`src/include/jclk_defines.svh`:
```
// ~~~~~~~~~~~~~~~~~~~~~~~~~~~~~~
// Clock generator constants
// ~~~~~~~~~~~~~~~~~~~~~~~~~~~~~~

`ifndef JCLK_DEFINES_SVH
`define JCLK_DEFINES_SVH

// Processor and video divisor width
`define JCLK_DIV_W 10

// Chroma divisor width
`define JCLK_CHR_W 6

// Register map on the shared write bus
// Address 0 is unused
`define JCLK_ADDR_PCLK 2'd1
`define JCLK_ADDR_VCLK 2'd2
`define JCLK_ADDR_CHR 2'd3

// Divisor values after reset
`define JCLK_PCLK_RESET 10'd1
`define JCLK_CHR_RESET 6'd63

`endif

```
`src/design/jclk_pkg.sv`:
```
// ~~~~~~~~~~~~~~~~~~~~~~~~~~~~~~
// Clock generator types
// ~~~~~~~~~~~~~~~~~~~~~~~~~~~~~~

package jclk_pkg;

	// Processor or video divisor, also the counter value
	typedef logic [9:0] div10_t;

	// Chroma divisor and chroma counter value
	typedef logic [5:0] div6_t;

	// Register select on the shared write bus
	typedef logic [1:0] reg_addr_t;

	// One register write as seen on the bus
	// Valid is held by the master until its grant
	typedef struct packed {
		logic valid;
		reg_addr_t addr;
		logic [15:0] data;
	} reg_wr_t;

	// Owner of the current bus cycle
	// Idle means no write is on the bus
	typedef enum logic [1:0] {
		ARB_IDLE,
		ARB_HOST,
		ARB_DSP
	} arb_state_t;

endpackage

```
`src/design/jclk_bus_arbiter.sv`:
```
// ~~~~~~~~~~~~~~~~~~~~~~~~~~~~~~
// Register bus arbiter
// ~~~~~~~~~~~~~~~~~~~~~~~~~~~~~~

module jclk_bus_arbiter (
	input logic sys_clk,
	input logic resetl,
	input jclk_pkg::reg_wr_t host_wr,
	input jclk_pkg::reg_wr_t dsp_wr,
	output logic host_gnt,
	output logic dsp_gnt,
	output jclk_pkg::reg_wr_t bus_wr
);

	jclk_pkg::arb_state_t state;
	jclk_pkg::arb_state_t state_nxt;
	logic host_req;
	logic dsp_req;

	// A master granted in this cycle still shows valid at the next edge
	// Mask it so one request never gets two grants
	assign host_req = host_wr.valid && (state != jclk_pkg::ARB_HOST);
	assign dsp_req = dsp_wr.valid && (state != jclk_pkg::ARB_DSP);

	// Fixed priority, host first
	// A held DSP request wins once the host is masked or idle
	always_comb begin
		if (host_req) begin
			state_nxt = jclk_pkg::ARB_HOST;
		end else if (dsp_req) begin
			state_nxt = jclk_pkg::ARB_DSP;
		end else begin
			state_nxt = jclk_pkg::ARB_IDLE;
		end
	end

	always_ff @(posedge sys_clk) begin
		if (!resetl) begin
			state <= jclk_pkg::ARB_IDLE;
			bus_wr.valid <= 1'b0;
		end else begin
			state <= state_nxt;
			bus_wr.valid <= (state_nxt != jclk_pkg::ARB_IDLE);
		end
		// Winner's address and data, one bus cycle
		if (state_nxt == jclk_pkg::ARB_DSP) begin
			bus_wr.addr <= dsp_wr.addr;
			bus_wr.data <= dsp_wr.data;
		end else begin
			bus_wr.addr <= host_wr.addr;
			bus_wr.data <= host_wr.data;
		end
	end

	// Grant pulses line up with the forwarded bus cycle
	assign host_gnt = (state == jclk_pkg::ARB_HOST);
	assign dsp_gnt = (state == jclk_pkg::ARB_DSP);

endmodule

```
`src/design/jclk_cfg_seq.sv`:
```
// ~~~~~~~~~~~~~~~~~~~~~~~~~~~~~~
// Configuration and CPU clock
// ~~~~~~~~~~~~~~~~~~~~~~~~~~~~~~

module jclk_cfg_seq (
	input logic sys_clk,
	input logic resetl,
	input logic pclkosc,
	input logic cfg_divide,
	output logic cfgw,
	output logic cfgen,
	output logic pclkout,
	output logic cpuclk
);

	logic osc_q;
	logic osc_qq;
	logic osc_rise;
	logic pout_q;
	logic pout_qq;
	logic pout_rise;
	logic divide;
	logic pclk2;

	// Two sample stages on the oscillator pin
	// Edge acts one cycle after it is first seen high
	always_ff @(posedge sys_clk) begin
		osc_q <= pclkosc;
		osc_qq <= osc_q;
	end
	assign osc_rise = osc_q & ~osc_qq;

	// Reset shifted through two oscillator edges
	// cfgw opens on the first edge, cfgen follows on the second
	always_ff @(posedge sys_clk) begin
		if (!resetl) begin
			cfgw <= 1'b0;
			cfgen <= 1'b0;
		end else if (osc_rise) begin
			cfgw <= resetl;
			cfgen <= cfgw;
		end
	end

	// Divide pin is transparent while the window is open
	always_ff @(posedge sys_clk) begin
		if (!resetl) begin
			divide <= 1'b0;
		end else if (cfgw) begin
			divide <= cfg_divide;
		end
	end

	// Oscillator halved
	always_ff @(posedge sys_clk) begin
		if (!resetl) begin
			pclk2 <= 1'b0;
		end else if (osc_rise) begin
			pclk2 <= ~pclk2;
		end
	end

	// Raw or halved oscillator as the processor clock
	assign pclkout = divide ? pclk2 : pclkosc;

	// CPU clock is pclkout halved, sampled like any slow input
	always_ff @(posedge sys_clk) begin
		pout_q <= pclkout;
		pout_qq <= pout_q;
	end
	assign pout_rise = pout_q & ~pout_qq;

	always_ff @(posedge sys_clk) begin
		if (!resetl) begin
			cpuclk <= 1'b0;
		end else if (pout_rise) begin
			cpuclk <= ~cpuclk;
		end
	end

endmodule

```
`src/design/jclk_chroma_div.sv`:
```
// ~~~~~~~~~~~~~~~~~~~~~~~~~~~~~~
// Chroma divider
// ~~~~~~~~~~~~~~~~~~~~~~~~~~~~~~

module jclk_chroma_div (
	input logic sys_clk,
	input logic resetl,
	input logic chrin,
	input jclk_pkg::div6_t chr_div,
	output logic chrdiv
);

	logic chr_q;
	logic chr_qq;
	logic chr_rise;
	logic chr_fall;
	jclk_pkg::div6_t cd;
	jclk_pkg::div6_t half;
	logic q;
	logic extra;

	// Both edges of the chroma clock from two sample stages
	always_ff @(posedge sys_clk) begin
		chr_q <= chrin;
		chr_qq <= chr_q;
	end
	assign chr_rise = chr_q & ~chr_qq;
	assign chr_fall = ~chr_q & chr_qq;

	// Half the divisor, rounded down
	assign half = {1'b0, chr_div[5:1]};

	// Rising edges: reload counter and high phase compare
	// Compare uses the count before this edge's update
	always_ff @(posedge sys_clk) begin
		if (!resetl) begin
			cd <= '0;
			q <= 1'b0;
		end else if (chr_rise) begin
			if (cd == '0) begin
				cd <= chr_div;
			end else begin
				cd <= cd - 1'b1;
			end
			q <= (cd > half);
		end
	end

	// Falling edges: hold the output half a chrin period longer
	// Only for even divisors, i.e. an odd number of chrin periods
	always_ff @(posedge sys_clk) begin
		if (!resetl) begin
			extra <= 1'b0;
		end else if (chr_fall) begin
			extra <= ~chr_div[0] & q;
		end
	end

	assign chrdiv = q | extra;

endmodule

```
`src/design/jclk_count_div.sv`:
```
// ~~~~~~~~~~~~~~~~~~~~~~~~~~~~~~
// Reloading clock divider
// ~~~~~~~~~~~~~~~~~~~~~~~~~~~~~~

module jclk_count_div #(
	parameter int WIDTH = 10
) (
	input logic sys_clk,
	input logic resetl,
	input logic clk_in,
	input logic [WIDTH-1:0] divisor,
	output logic div
);

	logic in_q;
	logic in_qq;
	logic in_rise;
	logic [WIDTH-1:0] count;
	logic count_zero;

	// Slow clock sampled twice, rising edge from the two stages
	always_ff @(posedge sys_clk) begin
		in_q <= clk_in;
		in_qq <= in_q;
	end
	assign in_rise = in_q & ~in_qq;

	// Terminal count of the down-counter
	assign count_zero = (count == '0);

	// Down-counter, reload from the divisor at zero
	// Gives divisor+1 input periods per output period
	always_ff @(posedge sys_clk) begin
		if (!resetl) begin
			count <= '0;
		end else if (in_rise) begin
			if (count_zero) begin
				count <= divisor;
			end else begin
				count <= count - 1'b1;
			end
		end
	end

	// Output high for the one input period after the zero count
	always_ff @(posedge sys_clk) begin
		if (!resetl) begin
			div <= 1'b0;
		end else if (in_rise) begin
			div <= count_zero;
		end
	end

endmodule

```
`src/design/jclk_div_regs.sv`:
```
// ~~~~~~~~~~~~~~~~~~~~~~~~~~~~~~
// Divisor registers
// ~~~~~~~~~~~~~~~~~~~~~~~~~~~~~~

`include "jclk_defines.svh"

module jclk_div_regs (
	input logic sys_clk,
	input logic resetl,
	input jclk_pkg::reg_wr_t bus_wr,
	output jclk_pkg::div10_t pclk_div,
	output jclk_pkg::div10_t vclk_div,
	output jclk_pkg::div6_t chr_div,
	output logic vclk_en
);

	logic pclk_we;
	logic vclk_we;
	logic chr_we;

	// Address decode into one strobe per register
	// Address 0 decodes to nothing
	assign pclk_we = bus_wr.valid && (bus_wr.addr == `JCLK_ADDR_PCLK);
	assign vclk_we = bus_wr.valid && (bus_wr.addr == `JCLK_ADDR_VCLK);
	assign chr_we = bus_wr.valid && (bus_wr.addr == `JCLK_ADDR_CHR);

	// Processor divisor
	always_ff @(posedge sys_clk) begin
		if (!resetl) begin
			pclk_div <= `JCLK_PCLK_RESET;
		end else if (pclk_we) begin
			pclk_div <= bus_wr.data[`JCLK_DIV_W-1:0];
		end
	end

	// Video divisor, stopped at zero until written
	always_ff @(posedge sys_clk) begin
		if (!resetl) begin
			vclk_div <= '0;
		end else if (vclk_we) begin
			vclk_div <= bus_wr.data[`JCLK_DIV_W-1:0];
		end
	end

	// Chroma divisor
	// Top data bit carries the video enable in the same write
	always_ff @(posedge sys_clk) begin
		if (!resetl) begin
			chr_div <= `JCLK_CHR_RESET;
			vclk_en <= 1'b0;
		end else if (chr_we) begin
			chr_div <= bus_wr.data[`JCLK_CHR_W-1:0];
			vclk_en <= bus_wr.data[15];
		end
	end

endmodule

```
`src/design/jclk_top.sv`:
```
// ~~~~~~~~~~~~~~~~~~~~~~~~~~~~~~
// Clock generator top
// ~~~~~~~~~~~~~~~~~~~~~~~~~~~~~~

`include "jclk_defines.svh"

module jclk_top (
	input logic sys_clk,
	input logic resetl,
	input logic pclkosc,
	input logic vclkin,
	input logic chrin,
	input logic cfg_divide,
	input jclk_pkg::reg_wr_t host_wr,
	input jclk_pkg::reg_wr_t dsp_wr,
	output logic host_gnt,
	output logic dsp_gnt,
	output logic cfgw,
	output logic cfgen,
	output logic pclkout,
	output logic cpuclk,
	output logic pclkdiv,
	output logic vclkdiv,
	output logic chrdiv,
	output logic vclk_en
);

	jclk_pkg::reg_wr_t bus_wr;
	jclk_pkg::div10_t pclk_div;
	jclk_pkg::div10_t vclk_div;
	jclk_pkg::div6_t chr_div;

	// Host and DSP share one register write bus
	jclk_bus_arbiter u_arbiter (
		.sys_clk (sys_clk),
		.resetl (resetl),
		.host_wr (host_wr),
		.dsp_wr (dsp_wr),
		.host_gnt (host_gnt),
		.dsp_gnt (dsp_gnt),
		.bus_wr (bus_wr)
	);

	jclk_div_regs u_regs (
		.sys_clk (sys_clk),
		.resetl (resetl),
		.bus_wr (bus_wr),
		.pclk_div (pclk_div),
		.vclk_div (vclk_div),
		.chr_div (chr_div),
		.vclk_en (vclk_en)
	);

	// Config window, processor and CPU clocks
	jclk_cfg_seq u_cfg_seq (
		.sys_clk (sys_clk),
		.resetl (resetl),
		.pclkosc (pclkosc),
		.cfg_divide (cfg_divide),
		.cfgw (cfgw),
		.cfgen (cfgen),
		.pclkout (pclkout),
		.cpuclk (cpuclk)
	);

	// Processor divider counts oscillator edges
	jclk_count_div #(
		.WIDTH (`JCLK_DIV_W)
	) u_pclk_div (
		.sys_clk (sys_clk),
		.resetl (resetl),
		.clk_in (pclkosc),
		.divisor (pclk_div),
		.div (pclkdiv)
	);

	// Video divider
	jclk_count_div #(
		.WIDTH (`JCLK_DIV_W)
	) u_vclk_div (
		.sys_clk (sys_clk),
		.resetl (resetl),
		.clk_in (vclkin),
		.divisor (vclk_div),
		.div (vclkdiv)
	);

	jclk_chroma_div u_chroma_div (
		.sys_clk (sys_clk),
		.resetl (resetl),
		.chrin (chrin),
		.chr_div (chr_div),
		.chrdiv (chrdiv)
	);

endmodule

```
`config.mk`:
```
export PLATFORM = sky130hd
export DESIGN_NAME = jclk_top
export DESIGN_NICKNAME = d
export VERILOG_FILES = /design/src/design/jclk_pkg.sv /design/src/design/jclk_bus_arbiter.sv /design/src/design/jclk_cfg_seq.sv /design/src/design/jclk_chroma_div.sv /design/src/design/jclk_count_div.sv /design/src/design/jclk_div_regs.sv /design/src/design/jclk_top.sv
export VERILOG_INCLUDE_DIRS = /design/src /design/src/include
export SDC_FILE = /design/constraint.sdc
export NUM_CORES = 1
export LEC_CHECK = 0
export BUFFER_PORTS_ARGS = -buffer_cell sky130_fd_sc_hd__buf_2
export CAP_MARGIN = 20
export CORE_UTILIZATION = 56
export DETAILED_ROUTE_END_ITERATION = 7
export PLACE_DENSITY = 0.79
export SLEW_MARGIN = 20
export SYNTH_ARGS = -nofsm -noshare
export SYNTH_HDL_FRONTEND = slang
export SYNTH_SLANG_ARGS = --single-unit
```
`constraint.sdc`:
```
create_clock -name sys_clk -period 2.5 [get_ports sys_clk]
set_input_delay 0.25 -clock sys_clk [delete_from_list [all_inputs] [get_ports sys_clk]]
set_output_delay 0.25 -clock sys_clk [all_outputs]
set_load 0.1 [all_outputs]
```
==> run_summary.xml <==
<?xml version="1.0" encoding="UTF-8"?>
<metrics>
  <group name="placement">
    <metric name="buffers_added_on_ports" unit="">43</metric>
    <metric name="gp_congestion" unit="">0.897</metric>
    <metric name="detail_placement_hpwl" unit="um">5670</metric>
    <metric name="place_ws" unit="ps">407</metric>
  </group>
  <group name="synth">
    <metric name="synth.largest_area_cell" unit="">dfxtp_1</metric>
    <metric name="postSynth.topFlopCell" unit="">dfxtp_1</metric>
    <metric name="syn_area_per_cell" unit="sq um">8.84</metric>
    <metric name="synth.ff_latch_count" unit="">86</metric>
    <metric name="asyncSetResetFlopFracSynth" unit="%">0</metric>
    <metric name="synth_top_cell_area_share" unit="%">47.3</metric>
    <metric name="synthDistinctLibCells" unit="">55</metric>
    <metric name="synth_cells" unit="">412</metric>
    <metric name="synth_edf_count" unit="">0</metric>
    <metric name="syn_area" unit="sq um">3640</metric>
    <metric name="synth_top_cells_by_area" unit="">dfxtp_1 47%, nand2_1 7.0%, a21oi_1 5.6%</metric>
    <metric name="synth_warnings" unit="">0</metric>
    <metric name="seq_area_frac_synth" unit="%">47.3</metric>
    <metric name="synth.net_count" unit="">465</metric>
  </group>
  <group name="floorplan">
    <metric name="placement_rows" unit="">29</metric>
    <metric name="height_of_the_die" unit="um">82.7</metric>
    <metric name="area_enclosed_by_the_die_boundary" unit="sq um">6830</metric>
    <metric name="number_of_top_level_design_ports" unit="">54</metric>
    <metric name="placeable_core_area" unit="sq um">6310</metric>
    <metric name="die_x" unit="um">82.7</metric>
    <metric name="initial_core_util" unit="%">57.7</metric>
  </group>
  <group name="clock_network">
    <metric name="worst_skew_pair.late_latency" unit="ps">350</metric>
    <metric name="clk_transition_reported_paths" unit="ps">80</metric>
    <metric name="ctsResizeCount" unit="">0</metric>
    <metric name="holdBufCountCts" unit="">2</metric>
    <metric name="cts_tree" unit="">built</metric>
    <metric name="htreeDepth" unit="">3</metric>
    <metric name="post-cts-setup-buffers" unit="">0</metric>
    <metric name="clk_path_buf_depth" unit="">2</metric>
    <metric name="clockRootBuffer" unit="">clkbuf_8</metric>
    <metric name="cts_buffers" unit="">9</metric>
    <metric name="cts_sinks" unit="">86</metric>
  </group>
  <group name="global_routing">
    <metric name="grt_overflow_total" unit="">0</metric>
    <metric name="grt_max_degree" unit="">36</metric>
    <metric name="first_global_vias" unit="">2720</metric>
    <metric name="grt_use_total" unit="%">25.2</metric>
    <metric name="grt_pass1_wl" unit="um">12700</metric>
    <metric name="grt_antenna_before_repair" unit="">0</metric>
  </group>
  <group name="critical_path">
    <metric name="path_max_fanout" unit="">13</metric>
    <metric name="worst_setup_start_kind" unit="">flip-flop</metric>
    <metric name="worstSetupEndpointType" unit="">flip-flop</metric>
    <metric name="startpoint" unit="">u_pclk_div.count[0]$_SDFFE_PN0P_</metric>
    <metric name="critical_path_class" unit="">reg2reg</metric>
    <metric name="cp.arrival" unit="ps">2390</metric>
    <metric name="cp_data_required_time" unit="ps">2770</metric>
    <metric name="critical_path.reg2reg.startpoint" unit="">u_pclk_div.count[0]$_SDFFE_PN0P_</metric>
  </group>
  <group name="timing">
    <metric name="timing.fmax" unit="GHz">0.472</metric>
    <metric name="period_needed" unit="ps">2120</metric>
    <metric name="report.final.setup_viol" unit="">0</metric>
    <metric name="totalNegativeSetupSlack" unit="ps">0</metric>
    <metric name="postLayoutSetupSlackWorst" unit="ps">381</metric>
    <metric name="timing_max_transition_violations_final" unit="">0</metric>
    <metric name="clock_skew" unit="ps">7.85</metric>
    <metric name="min_period_over_period" unit="%">84.8</metric>
    <metric name="relSlewSlack" unit="%">50.5</metric>
    <metric name="worstMarginPinSlew" unit="ps">732</metric>
    <metric name="hold_violations" unit="">0</metric>
    <metric name="grt_setup_unrepaired" unit="">no</metric>
  </group>
  <group name="power_and_ir_drop">
    <metric name="internal_power" unit="mW">2.60</metric>
    <metric name="power_frac_clock" unit="%">27.1</metric>
    <metric name="power_switching" unit="mW">1.43</metric>
    <metric name="power.switching_fraction" unit="%">35.5</metric>
    <metric name="power.share.combinational" unit="%">30.8</metric>
    <metric name="power.density_cell_area" unit="nW/um^2">963</metric>
    <metric name="p_leak" unit="nW">1.75</metric>
    <metric name="pwr-share-seq" unit="%">42.1</metric>
    <metric name="ir_drop_worst_case_vdd" unit="mV">0.672</metric>
  </group>
  <group name="final_layout">
    <metric name="insertedDiodeCount" unit="">0</metric>
    <metric name="final.fill_count" unit="">530</metric>
    <metric name="area.growth.synth_to_final" unit="%">15.0</metric>
    <metric name="fraction_of_final_layout_cells_sized_beyond_drive_strength_1" unit="%">19.7</metric>
    <metric name="fin_nets" unit="">510</metric>
  </group>
  <group name="route">
    <metric name="routed_wire_length_per_instance" unit="um">14.8</metric>
    <metric name="drtAntennaViolNets" unit="">0</metric>
    <metric name="detail_route.drc_violations" unit="">0</metric>
    <metric name="drt_pass1_iterations" unit="">5</metric>
    <metric name="vias" unit="">3084</metric>
    <metric name="detail_route.wirelength" unit="um">7980</metric>
    <metric name="first_iter_violations" unit="">165</metric>
    <metric name="viasPerCell" unit="">5.72</metric>
  </group>
  <group name="worst_hold_path">
    <metric name="min-delay-start" unit="">pclkosc</metric>
    <metric name="hold_class" unit="">in2reg</metric>
  </group>
  <group name="run">
    <metric name="number_of_maximum_capacitance_violations" unit="">0</metric>
  </group>
  <group name="run_status">
    <metric name="run_status" unit="">completed</metric>
  </group>
</metrics>
[cells by family (layout without fill, tap and decap cells)]
logic type,count (synthesis),count (layout),share of synthesized area (%)
multiplexers,21,21,6.32
buffers and inverters,34,84,3.57
XOR/XNOR,3,3,0.721
AO/OA/AOI/OAI,97,97,16.4
AND/OR/NAND/NOR,162,162,22.6
flip-flops,86,86,47.3
adder cells (fa/ha/maj),9,9,3.09
[layer usage]
metal	vias to the layer above	track usage, %	wire [um]
li1	1551	-	-
met1	1433	34.2	3900
met2	88	39.0	3590
met3	12	4.07	377
met4	0	11.6	116
met5	-	0	0
[final timing paths]
| check | to | slack, ps | cells after the start |
|---|---|---|---|
| worst max-delay path | u_pclk_div.count[3]$_SDFFE_PN0P_ | 380 | 6 |
| worst min-delay path | u_pclk_div.in_q$_DFF_P_ | 40 | 1 |
| worst max register to register | u_pclk_div.count[3]$_SDFFE_PN0P_ | 380 | 6 |
| worst min register to register | u_cfg_seq.pout_qq$_DFF_P_ | 350 | 0 |
[per-stage QoR]
stage / total power [mW] / util, % / cell area, sq um / cells / hold slack, ps
after floorplan: 2.67 / - / 3640 / 412 / 278
after global placement: 2.90 / 62.4 / 3940 / 521 / 331
after detailed placement: 2.95 / 62.4 / 3940 / 521 / 330
after CTS: 4.04 / 66.4 / 4190 / 539 / 17.8
after global routing: 4.27 / 66.4 / 4190 / 539 / 17.7
final: 4.04 / 66.4 / 4190 / 539 / 35.5
[cell type report]
type,instances,area [sq um],share of cell area [%]
Inverter,18,67.6,1.61
Clock inverter,7,104,2.48
Multi-Input combinational cell,292,1790,42.8
Timing Repair Buffer,50,285,6.81
Clock buffer,9,124,2.96
Sequential cell,86,1720,41.1
Tap cell,77,96.3,2.30
[layout by cell type, fill, tap and decap left out, types with 6 or more instances in the layout]
cell type  netlist  layout
nand2_1         68      68
ha_1             9       9
o211ai_1         6       6
a21oi_1         41      41
buf_2            2      43
dfxtp_1         86      86
nor3_1          10      10
clkbuf_8         0       9
nand3_1          9       9
or4_1            7       7
mux2_2          15      15
nor2_1          19      19
nor2b_1          8       8
inv_1           17      17
o21ai_0         16      16
[flip-flops by register name, indices dropped and copies added, names as in the netlist, 2 cells and up]
register / cells
u_regs.chr_div: 6
u_vclk_div.count: 10
u_arbiter.bus_wr: 14
u_regs.vclk_div: 10
u_pclk_div.count: 10
u_chroma_div.cd: 6
u_regs.pclk_div: 10
u_arbiter.state: 2
[cells in the mapped netlist, drive strengths merged, types with 2 or more instances]
library cell	count
dfxtp	86
nand2	68
a21oi	41
nor2	19
o21ai	19
inv	17
mux2	16
clkbuf	13
nor3	10
ha	9
nand3	9
nor2b	8
or4	7
o211ai	6
or2	6
and2	5
mux2i	5
nand2b	5
nor4	5
or4b	5
o22ai	4
o31ai	4
or3	4
and3	3
buf	3
nor4b	3
o211a	3
o21a	3
xnor2	3
a21boi	2
a21o	2
nand3b	2
nand4	2
o21bai	2
o41ai	2
[critical path, cell delays in order, from the launching register on]
cell     delay [ps]
dfxtp_1         330
inv_1           110
ha_1            180
nor4b_1         300
or4b_4          620
mux2_1          350
o22ai_1         170
[power by group through the flow]
stage / clock network, mW / logic, mW / registers, mW
final: 1.09 / 1.24 / 1.70
after global routing: 1.17 / 1.38 / 1.72
after global placement: 0 / 1.18 / 1.72
after detailed placement: 0 / 1.22 / 1.73
after floorplan: 0 / 0.897 / 1.77
after CTS: 1.11 / 1.23 / 1.70
Note: power is estimated with default switching activity, not from simulation.
